==> config.mk <==
export PLATFORM = sky130hd
export DESIGN_NAME = id_stage
export DESIGN_NICKNAME = d
export VERILOG_FILES = /design/src/rtl/isa_pkg.sv /design/src/rtl/pipe_pkg.sv /design/src/rtl/inst_decoder.sv /design/src/rtl/reg_file.sv /design/src/rtl/operand_bypass.sv /design/src/rtl/id_slots.sv /design/src/rtl/id_control.sv /design/src/rtl/id_stage.sv
export SDC_FILE = /design/constraint.sdc
export NUM_CORES = 2
export LEC_CHECK = 0
export BUFFER_PORTS_ARGS = -buffer_cell sky130_fd_sc_hd__buf_4
export CAP_MARGIN = 20
export CORE_ASPECT_RATIO = 2
export CORE_MARGIN = 8
export CORE_UTILIZATION = 35
export CTS_BUF_LIST = sky130_fd_sc_hd__clkbuf_4 sky130_fd_sc_hd__clkbuf_8
export CTS_CLUSTER_DIAMETER = 60
export DETAILED_ROUTE_END_ITERATION = 8
export PLACE_DENSITY = 0.61
export SLEW_MARGIN = 20
export SYNTH_ARGS = -nofsm -noshare
export SYNTH_HDL_FRONTEND = slang
export SYNTH_SLANG_ARGS = --single-unit
==> constraint.sdc <==
create_clock -name clk -period 27.9 [get_ports clk]
set_clock_uncertainty 0.15 [all_clocks]
set_input_delay 0 -clock clk [delete_from_list [all_inputs] [get_ports clk]]
set_output_delay 0 -clock clk [all_outputs]
set_load 0.05 [all_outputs]
==> src/rtl/isa_pkg.sv <==
`default_nettype none

package isa_pkg;

	localparam int xlen = 32;
	localparam int reg_addr_w = 5;

	typedef logic [xlen-1:0] word_t;
	typedef logic [reg_addr_w-1:0] reg_addr_t;

	typedef enum logic [3:0] {
		alu_add,
		alu_sub,
		alu_sll,
		alu_slt,
		alu_sltu,
		alu_xor,
		alu_srl,
		alu_sra,
		alu_or,
		alu_and,
		alu_pass_imm
	} alu_op_t;

	// Major opcodes of the supported subset.
	localparam logic [6:0] opc_op = 7'b0110011;
	localparam logic [6:0] opc_op_imm = 7'b0010011;
	localparam logic [6:0] opc_lui = 7'b0110111;
	localparam logic [6:0] opc_system = 7'b1110011;

	localparam logic [2:0] f3_add_sub = 3'b000;
	localparam logic [2:0] f3_sll = 3'b001;
	localparam logic [2:0] f3_slt = 3'b010;
	localparam logic [2:0] f3_sltu = 3'b011;
	localparam logic [2:0] f3_xor = 3'b100;
	localparam logic [2:0] f3_srl_sra = 3'b101;
	localparam logic [2:0] f3_or = 3'b110;
	localparam logic [2:0] f3_and = 3'b111;

	localparam logic [6:0] f7_base = 7'b0000000;
	localparam logic [6:0] f7_alt = 7'b0100000;

	localparam word_t inst_ecall = 32'h0000_0073;

	localparam word_t cause_illegal_inst = 32'd2;
	localparam word_t cause_ecall_m = 32'd11;

endpackage

`default_nettype wire

==> src/rtl/pipe_pkg.sv <==
`default_nettype none

package pipe_pkg;

	import isa_pkg::*;

	// One decoded instruction, as it is held in either slot of the stage.
	typedef struct packed {
		word_t pc;
		word_t ir;
		word_t imm;
		logic rs1_rena;
		reg_addr_t rs1_addr;
		word_t rs1_data;
		logic rs2_rena;
		reg_addr_t rs2_addr;
		word_t rs2_data;
		logic rd_wena;
		reg_addr_t rd_addr;
		logic sel_imm;
		alu_op_t alu_op;
		logic exc_pend;
		word_t exc_cause;
	} id_bundle_t;

endpackage

`default_nettype wire

==> src/rtl/inst_decoder.sv <==
`default_nettype none

module inst_decoder
	import isa_pkg::*;
	import pipe_pkg::*;
(
	input logic [xlen-1:0] pc,
	input word_t ir,
	input logic exc_pend_in,
	input word_t exc_cause_in,
	output reg_addr_t rs1_addr,
	output reg_addr_t rs2_addr,
	output id_bundle_t decoded
);

	logic [6:0] opcode;
	logic [2:0] funct3;
	logic [6:0] funct7;
	logic alt;
	logic illegal;
	logic ecall;
	word_t imm_i;
	word_t imm_u;

	function automatic alu_op_t alu_of(input logic [2:0] f3, input logic alt_sel);
		alu_of = alu_add;
		case (f3)
			f3_add_sub: alu_of = alt_sel ? alu_sub : alu_add;
			f3_sll: alu_of = alu_sll;
			f3_slt: alu_of = alu_slt;
			f3_sltu: alu_of = alu_sltu;
			f3_xor: alu_of = alu_xor;
			f3_srl_sra: alu_of = alt_sel ? alu_sra : alu_srl;
			f3_or: alu_of = alu_or;
			f3_and: alu_of = alu_and;
		endcase
	endfunction

	assign opcode = ir[6:0];
	assign funct3 = ir[14:12];
	assign funct7 = ir[31:25];
	assign alt = funct7 == f7_alt;
	assign imm_i = {{20{ir[31]}}, ir[31:20]};
	assign imm_u = {ir[31:12], 12'h000};

	assign rs1_addr = decoded.rs1_addr;
	assign rs2_addr = decoded.rs2_addr;

	always_comb begin
		decoded = '0;
		illegal = 1'b0;
		ecall = 1'b0;
		decoded.pc = pc;
		decoded.ir = ir;
		decoded.rd_addr = ir[11:7];

		case (opcode)
			opc_op: begin
				decoded.rs1_rena = 1'b1;
				decoded.rs2_rena = 1'b1;
				decoded.rd_wena = 1'b1;
				decoded.alu_op = alu_of(funct3, alt);
				// Only ADD/SUB and SRL/SRA have an alternate funct7.
				illegal = !(funct7 == f7_base ||
					(alt && (funct3 == f3_add_sub || funct3 == f3_srl_sra)));
			end
			opc_op_imm: begin
				decoded.rs1_rena = 1'b1;
				decoded.rd_wena = 1'b1;
				decoded.sel_imm = 1'b1;
				decoded.imm = imm_i;
				decoded.alu_op = alu_of(funct3, alt && funct3 == f3_srl_sra);
				if (funct3 == f3_sll)
					illegal = funct7 != f7_base;
				else if (funct3 == f3_srl_sra)
					illegal = funct7 != f7_base && !alt;
			end
			opc_lui: begin
				decoded.rd_wena = 1'b1;
				decoded.sel_imm = 1'b1;
				decoded.imm = imm_u;
				decoded.alu_op = alu_pass_imm;
			end
			opc_system: begin
				ecall = ir == inst_ecall;
				illegal = !ecall;
			end
			default: illegal = 1'b1;
		endcase

		// Unused source fields are zeroed so they never match a forwarding write.
		decoded.rs1_addr = decoded.rs1_rena ? ir[19:15] : '0;
		decoded.rs2_addr = decoded.rs2_rena ? ir[24:20] : '0;

		if (exc_pend_in) begin
			decoded.exc_pend = 1'b1;
			decoded.exc_cause = exc_cause_in;
		end else if (illegal) begin
			decoded.exc_pend = 1'b1;
			decoded.exc_cause = cause_illegal_inst;
		end else if (ecall) begin
			decoded.exc_pend = 1'b1;
			decoded.exc_cause = cause_ecall_m;
		end

		// A trapping instruction must not write its destination.
		if (decoded.exc_pend)
			decoded.rd_wena = 1'b0;
	end

endmodule

`default_nettype wire

==> src/rtl/reg_file.sv <==
`default_nettype none

module reg_file
	import isa_pkg::*;
(
	input logic clk,
	input logic wena,
	input reg_addr_t waddr,
	input word_t wdata,
	input reg_addr_t raddr1,
	input reg_addr_t raddr2,
	output word_t rdata1,
	output word_t rdata2
);

	// x0 has no storage.
	word_t regs [1:2**reg_addr_w-1];

	always_ff @(posedge clk) begin
		if (wena && waddr != '0)
			regs[waddr] <= wdata;
	end

	// Reads see a write of the same cycle.
	assign rdata1 = (raddr1 == '0) ? '0 :
		(wena && waddr == raddr1) ? wdata : regs[raddr1];
	assign rdata2 = (raddr2 == '0) ? '0 :
		(wena && waddr == raddr2) ? wdata : regs[raddr2];

endmodule

`default_nettype wire

==> src/rtl/operand_bypass.sv <==
`default_nettype none

module operand_bypass
	import isa_pkg::*;
	import pipe_pkg::*;
(
	input id_bundle_t slot,
	input logic rd_wena_ex,
	input reg_addr_t rd_addr_ex,
	input word_t rd_data_ex,
	input logic rd_wena_mem,
	input reg_addr_t rd_addr_mem,
	input word_t rd_data_mem,
	output word_t rs1_data,
	output word_t rs2_data
);

	// EX holds the younger result, so it is checked before MEM.
	function automatic word_t forward(input logic rena, input reg_addr_t addr,
		input word_t data);
		forward = data;
		if (rena && addr != '0) begin
			if (rd_wena_ex && rd_addr_ex == addr)
				forward = rd_data_ex;
			else if (rd_wena_mem && rd_addr_mem == addr)
				forward = rd_data_mem;
		end
	endfunction

	assign rs1_data = forward(slot.rs1_rena, slot.rs1_addr, slot.rs1_data);
	assign rs2_data = forward(slot.rs2_rena, slot.rs2_addr, slot.rs2_data);

endmodule

`default_nettype wire

==> src/rtl/id_slots.sv <==
`default_nettype none

module id_slots
	import isa_pkg::*;
	import pipe_pkg::*;
(
	input logic clk,
	input logic reset,
	input logic flush,
	input logic load_out,
	input logic load_buf,
	input logic shift_buf,
	input logic ready_in,
	input logic valid_out,
	input id_bundle_t decoded,
	input word_t out_fwd_rs1,
	input word_t out_fwd_rs2,
	input word_t buf_fwd_rs1,
	input word_t buf_fwd_rs2,
	output id_bundle_t slot_out,
	output id_bundle_t slot_buf,
	output logic out_exc_pend
);

	assign out_exc_pend = slot_out.exc_pend;

	always_ff @(posedge clk, posedge reset) begin
		if (reset) begin
			slot_out <= '0;
			slot_buf <= '0;
		end else if (flush) begin
			slot_out <= '0;
			slot_buf <= '0;
		end else begin
			// The buffer moves forward with its operands already refreshed.
			if (shift_buf) begin
				slot_out <= slot_buf;
				slot_out.rs1_data <= buf_fwd_rs1;
				slot_out.rs2_data <= buf_fwd_rs2;
			end else if (load_out) begin
				slot_out <= decoded;
			end else if (valid_out && ready_in) begin
				slot_out <= '0;
			end else begin
				slot_out.rs1_data <= out_fwd_rs1;
				slot_out.rs2_data <= out_fwd_rs2;
			end

			if (load_buf) begin
				slot_buf <= decoded;
			end else if (shift_buf) begin
				slot_buf <= '0;
			end else begin
				slot_buf.rs1_data <= buf_fwd_rs1;
				slot_buf.rs2_data <= buf_fwd_rs2;
			end
		end
	end

endmodule

`default_nettype wire

==> src/rtl/id_control.sv <==
`default_nettype none

module id_control (
	input logic clk,
	input logic reset,
	input logic valid_in,
	input logic ready_in,
	input logic flush_in,
	input logic out_exc_pend,
	output logic ready_out,
	output logic valid_out,
	output logic flush_out,
	output logic load_out,
	output logic load_buf,
	output logic shift_buf
);

	logic buf_valid;
	logic exc_hold;
	logic accept;

	assign flush_out = flush_in;

	// Once an exception reaches the output, input stays closed until a flush.
	assign ready_out = !buf_valid && !out_exc_pend && !exc_hold && !flush_in;
	assign accept = valid_in && ready_out;

	assign load_out = accept && (!valid_out || ready_in);
	assign load_buf = accept && valid_out && !ready_in;
	assign shift_buf = buf_valid && ready_in && !flush_in;

	always_ff @(posedge clk, posedge reset) begin
		if (reset) begin
			valid_out <= 1'b0;
			buf_valid <= 1'b0;
			exc_hold <= 1'b0;
		end else if (flush_in) begin
			valid_out <= 1'b0;
			buf_valid <= 1'b0;
			exc_hold <= 1'b0;
		end else begin
			if (out_exc_pend)
				exc_hold <= 1'b1;
			valid_out <= load_out || buf_valid || (valid_out && !ready_in);
			buf_valid <= load_buf || (buf_valid && !ready_in);
		end
	end

endmodule

`default_nettype wire

==> src/rtl/id_stage.sv <==
`default_nettype none

module id_stage
	import isa_pkg::*;
	import pipe_pkg::*;
(
	input logic clk,
	input logic reset,
	input logic valid_in,
	input logic ready_in,
	input logic flush_in,
	output logic ready_out,
	output logic valid_out,
	output logic flush_out,
	input word_t pc_in,
	input word_t ir_in,
	input logic exc_pend_in,
	input word_t exc_cause_in,
	input logic rd_wena_ex,
	input reg_addr_t rd_addr_ex,
	input word_t rd_data_ex,
	input logic rd_wena_mem,
	input reg_addr_t rd_addr_mem,
	input word_t rd_data_mem,
	input logic rd_wena_wb,
	input reg_addr_t rd_addr_wb,
	input word_t rd_data_wb,
	output id_bundle_t id_out
);

	id_bundle_t dec_bundle;
	id_bundle_t dec_with_data;
	id_bundle_t slot_out;
	id_bundle_t slot_buf;
	reg_addr_t rs1_addr;
	reg_addr_t rs2_addr;
	word_t rf_rdata1;
	word_t rf_rdata2;
	word_t out_fwd_rs1;
	word_t out_fwd_rs2;
	word_t buf_fwd_rs1;
	word_t buf_fwd_rs2;
	logic load_out;
	logic load_buf;
	logic shift_buf;
	logic out_exc_pend;

	assign id_out = slot_out;

	always_comb begin
		dec_with_data = dec_bundle;
		dec_with_data.rs1_data = rf_rdata1;
		dec_with_data.rs2_data = rf_rdata2;
	end

	inst_decoder decoder_i (
		.pc(pc_in),
		.ir(ir_in),
		.exc_pend_in(exc_pend_in),
		.exc_cause_in(exc_cause_in),
		.rs1_addr(rs1_addr),
		.rs2_addr(rs2_addr),
		.decoded(dec_bundle)
	);

	reg_file reg_file_i (
		.clk(clk),
		.wena(rd_wena_wb),
		.waddr(rd_addr_wb),
		.wdata(rd_data_wb),
		.raddr1(rs1_addr),
		.raddr2(rs2_addr),
		.rdata1(rf_rdata1),
		.rdata2(rf_rdata2)
	);

	id_control control_i (
		.clk(clk),
		.reset(reset),
		.valid_in(valid_in),
		.ready_in(ready_in),
		.flush_in(flush_in),
		.out_exc_pend(out_exc_pend),
		.ready_out(ready_out),
		.valid_out(valid_out),
		.flush_out(flush_out),
		.load_out(load_out),
		.load_buf(load_buf),
		.shift_buf(shift_buf)
	);

	id_slots slots_i (
		.clk(clk),
		.reset(reset),
		.flush(flush_in),
		.load_out(load_out),
		.load_buf(load_buf),
		.shift_buf(shift_buf),
		.ready_in(ready_in),
		.valid_out(valid_out),
		.decoded(dec_with_data),
		.out_fwd_rs1(out_fwd_rs1),
		.out_fwd_rs2(out_fwd_rs2),
		.buf_fwd_rs1(buf_fwd_rs1),
		.buf_fwd_rs2(buf_fwd_rs2),
		.slot_out(slot_out),
		.slot_buf(slot_buf),
		.out_exc_pend(out_exc_pend)
	);

	operand_bypass bypass_out (
		.slot(slot_out),
		.rd_wena_ex(rd_wena_ex),
		.rd_addr_ex(rd_addr_ex),
		.rd_data_ex(rd_data_ex),
		.rd_wena_mem(rd_wena_mem),
		.rd_addr_mem(rd_addr_mem),
		.rd_data_mem(rd_data_mem),
		.rs1_data(out_fwd_rs1),
		.rs2_data(out_fwd_rs2)
	);

	operand_bypass bypass_buf (
		.slot(slot_buf),
		.rd_wena_ex(rd_wena_ex),
		.rd_addr_ex(rd_addr_ex),
		.rd_data_ex(rd_data_ex),
		.rd_wena_mem(rd_wena_mem),
		.rd_addr_mem(rd_addr_mem),
		.rd_data_mem(rd_data_mem),
		.rs1_data(buf_fwd_rs1),
		.rs2_data(buf_fwd_rs2)
	);

endmodule

`default_nettype wire

==> results by stage <==
Timing:
- The top achievable clock speed is 0.191 GHz.
- At the pin with the least slew margin, the transition time is about 1.3 ns.
- The number of setup violations in the final report is 0.
- The share of the clock period used by the worst path after layout is around a fifth.
- The final-report max-slew violation count is 0.
- The worst slew margin relative to its limit is about a tenth.
- Counting I/O delays and the setup requirement, the final critical path takes ~5.2 ns.
- Setup repair after global routing left no endpoint under its margin.
- The setup TNS is 0 ns.
- The number of hold violations in the final report was 0.

Power and ir drop:
- The power density of the placed cells is 53.9 mW/mm2.
- Overall power consumption after layout is estimated at around 0.0047 W.
- The maximum VDD drop is about 0.034 mV.
- The leakage power of the design is around 32 nW.

Die:
- The number of cell rows is between 200 and 250.
- The total core area is 0.204 mm2.
- The vertical die dimension is 656 um.
- The number of placed I/O pins is between 400 and 500.
- From left edge to right edge, the die measures between 300 and 400 um.
- The starting density of the core is a little over a third.
- The die outline area is 0.221 mm2.

Clocking:
- TritonCTS built the clock tree.
- Counting the buffers created by CTS gives approximately 200.
- The deepest clock path buffer count is 4.
- The tree is rooted in a sky130_fd_sc_hd__clkbuf_8.
- After clock tree synthesis, the setup repair step added 0 buffers.
- For the worst-skew pair, the clock arrives at the later sink with an insertion delay of ~1 ns.
- Clock tree synthesis found a total of ~1,400 sinks.
- The total number of H-tree levels is 4.
- The clock transition at the register clock pins on the worst setup and hold paths after CTS is 0.07 ns.

Synth:
- The cell area after synthesis is 0.0718 mm2.
- In the synthesized netlist, the number of instances is 6,189.
- In this run, distinct cell masters in the synthesized netlist total 90.
- The Yosys step of the flow raised 0 warnings.
- The synthesized flop and latch total is ~1,400.
- In the synthesized netlist the async set-or-reset flop fraction comes to between 20% and 30%.
- When the netlist entered floorplanning its net count stood at around 6,400.
- The portion of the post-synthesis area used by sequential elements is a little under three fifths.
- In this run the mean area of a mapped cell was approximately 12 um2.
- The number of synthesized flops with an enable pin is 992.
- The predominant post-synthesis flop cell is sky130_fd_sc_hd__edfxtp_1.

Global route:
- The maximum number of pins on one net before global-route repair is 155.
- The first global-routing pass estimated approximately 480 mm of wire.
- The global-route total usage across every layer is a little under a third.
- The number of antenna violations at the first check in global routing was 43.
- The number of global-route vias before repair is 64,400.
- Global routing finished with a remaining overflow of 0.

Status:
- The run finished, with violations left.
- The checks that failed: design-rule violations.

Placement:
- The wire-length estimate of the detail-placed layout is approximately 210 mm.
- The final RePlAce weighted congestion is ~0.94.
- The number of buffers inserted by port buffering is 434.

Routing:
- The residual DRC count is 30.
- Dividing the detail-routed via count by the number of cells gives 6.55.
- The total length of routed wires is between 300 and 400 mm.
- The final antenna-violating net count is 0.
- For this block, the initial DRC count from the detailed router was about 8,500.
- The final route contains between 60,000 and 70,000 vias.
- The number of iterations in the first detailed-routing pass is 9.
- The wire length per cell after detailed routing is around 35 um.

Setup path:
- For the worst setup path, the data arrival time is 6.01 ns.
- The worst path buffer plus inverter count is 5.
- In this run the worst path has a maximum fanout of 61.
- The delay of the slowest cell on the worst path is around 0.87 ns.
- Traced cell by cell, the critical path runs through dlygate4sd3_1 -> buf_8 -> buf_4 -> or2_2 -> buf_4 -> o22ai_1 -> o311ai_1 -> o2111ai_1 -> o22ai_1 -> nor2_1 -> o21ai_0 -> dlygate4sd3_1.
- The slowest cell on the critical path is sky130_fd_sc_hd__o22ai_1.
- The startpoint class of the critical path is a primary input.
- The endpoint required time on the critical path is about 29 ns.
- STA classifies the critical path endpoint as a register.
- The type of the worst setup path is in -> reg.
- The kind of cell adding the most delay to the critical path is buffers and inverters.

Cells and area:
- The most common cell after layout, fill and taps aside is sky130_fd_sc_hd__edfxtp_1.
- Summing all flip-flop and latch instances after layout gives roughly 0.040 mm2.
- The area growth from synthesis to layout is 22.2%.
- The layout filler cell count is 18,900.
- The utilization after layout is between 40% and 50%.
- Cells with a size suffix above 1 make up 19.0% of the layout.
- For this run, the post-layout net count is 7,159.
- Leaving out fill and tap cells, the most frequent cells in the layout are sky130_fd_sc_hd__edfxtp_1 (992), sky130_fd_sc_hd__buf_4 (585), sky130_fd_sc_hd__dlygate4sd3_1 (563), sky130_fd_sc_hd__nor2_1 (434), sky130_fd_sc_hd__dfrtp_1 (425).
- Summing all multi-input logic gate instances after layout gives roughly 0.029 mm2.

Run:
- The count of max-cap constraint violations is 0.

Worst hold path:
- The class of the worst hold path is in -> reg.
## report_power, final
part,switching [W],internal (W)
clock network,0.000858,0.000864
registers,0.0000437,0.00230
logic,0.000449,0.000207
## what timing repair did
item                                    in CTS  in global routing
gates resized for setup                      0                  0
endpoints found under the setup margin       0                  0
endpoints found under the hold margin     1937                  0
hold buffers                               579                  0
## routing by layer
metal / wire (um) / GRT usage, % / vias to the layer above
met5: 182 / 0 / -
li1: - / - / 25700
met3: 39300 / 8.55 / 1775
met1: 109000 / 31.2 / 31900
met4: 41500 / 29.1 / 28
met2: 158000 / 48.0 / 5075
## final timing paths
check                                      start  depth (start not counted)                       to  slack [ns]
setup reg to reg           slots_i.slot_buf[118]                         12     slots_i.slot_buf[86]       23.29
hold / removal                    rd_data_wb[13]                          2  reg_file_i.regs[31][13]       0.003
max in group asynchronous                  reset                          8     slots_i.slot_out[63]       23.10
setup / recovery                       ir_in[15]                         12     slots_i.slot_buf[85]       22.65
hold reg to reg            slots_i.slot_buf[166]                          2    slots_i.slot_out[166]        0.28
min in group asynchronous                  reset                          4    slots_i.slot_out[167]        0.18
## worst reg2reg max path: cells and delay by family, from the launching register on
kind	cells	cell delay (ns)
flops	1	0.48
compound gates	3	0.47
xor+xnor	1	0.20
buf+inv	5	2.60
simple gates	3	0.70
## sequential cells by signal (all words and copies together) (netlist names)
signal,flops
slots_i.out_exc_pend,1
control_i.valid_out,1
slots_i.slot_buf,211
reg_file_i.regs,992
control_i.exc_hold,1
control_i.buf_valid,1
slots_i.slot_out,210
## metrics by stage
step / instance area [um2] / hold WS, ns / instances / worst slack, ns
2_1_floorplan: 71800 / -0.0511 / 6189 / 15.92
3_3_place_gp: 77800 / 0.0431 / 8888 / 22.79
3_5_place_dp: 77800 / 0.0554 / 8888 / 23.09
4_1_cts: 87700 / 0.000265 / 9816 / 23.07
5_1_grt: 87700 / 0.0517 / 9833 / 22.58
6_report: 87700 / 0.00283 / 9848 / 22.65
## synthesized netlist by cell type (15+ instances only)
cell type	number	area, um2
sky130_fd_sc_hd__edfxtp_1	992	29800
sky130_fd_sc_hd__nor2_1	475	1780
sky130_fd_sc_hd__dfrtp_1	425	10600
sky130_fd_sc_hd__nand2_1	380	1430
sky130_fd_sc_hd__clkbuf_1	379	1420
sky130_fd_sc_hd__mux2i_1	358	3580
sky130_fd_sc_hd__o21ai_0	310	1550
sky130_fd_sc_hd__a21oi_1	288	1440
sky130_fd_sc_hd__nand3_1	214	1070
sky130_fd_sc_hd__mux2_2	208	2340
sky130_fd_sc_hd__o221ai_1	178	1560
sky130_fd_sc_hd__inv_1	168	631
sky130_fd_sc_hd__buf_2	154	771
sky130_fd_sc_hd__o211ai_1	136	1020
sky130_fd_sc_hd__o22ai_1	93	582
sky130_fd_sc_hd__a221o_1	92	921
sky130_fd_sc_hd__a211oi_1	85	638
sky130_fd_sc_hd__a41oi_1	84	736
sky130_fd_sc_hd__nor2b_1	84	526
sky130_fd_sc_hd__a222oi_1	71	711
sky130_fd_sc_hd__buf_1	66	248
sky130_fd_sc_hd__mux4_2	65	1460
sky130_fd_sc_hd__nor3_1	57	285
sky130_fd_sc_hd__or3_1	57	357
sky130_fd_sc_hd__o32ai_1	56	490
sky130_fd_sc_hd__nand4_1	48	300
sky130_fd_sc_hd__o22a_1	45	394
sky130_fd_sc_hd__o311ai_1	45	394
sky130_fd_sc_hd__a31oi_1	42	263
sky130_fd_sc_hd__o31ai_1	38	285
sky130_fd_sc_hd__o21a_1	35	263
sky130_fd_sc_hd__o2111ai_1	29	254
sky130_fd_sc_hd__or2_2	29	181
sky130_fd_sc_hd__xor2_1	29	254
sky130_fd_sc_hd__a2bb2oi_1	28	245
sky130_fd_sc_hd__nor3b_1	26	195
sky130_fd_sc_hd__a21o_1	22	165
sky130_fd_sc_hd__a32o_1	21	210
sky130_fd_sc_hd__o311ai_0	21	184
sky130_fd_sc_hd__buf_4	19	143
sky130_fd_sc_hd__a211o_1	17	149
sky130_fd_sc_hd__a22oi_1	16	120
sky130_fd_sc_hd__a221oi_1	15	131
sky130_fd_sc_hd__xnor2_1	15	131
## cell families after synthesis
| logic type | Yosys count | share of synthesized area [%] |
|---|---|---|
| buffers and inverters | 792 | 4.54 |
| AND/OR/NAND/NOR | 1463 | 9.62 |
| XOR/XNOR | 44 | 0.537 |
| multiplexers | 631 | 10.3 |
| AO/OA/AOI/OAI | 1842 | 18.7 |
| flip-flops | 1417 | 56.3 |
## final cells by class
class,instances,area share (%)
Sequential cell,1417,46.1
Multi-Input combinational cell,3980,32.7
Timing Repair Buffer,1177,12.0
Clock buffer,271,3.89
Tap cell,2725,3.89
Inverter,169,0.734
Clock inverter,78,0.635
Antenna cell,31,0.0884
(Power assumes the default switching activity.)
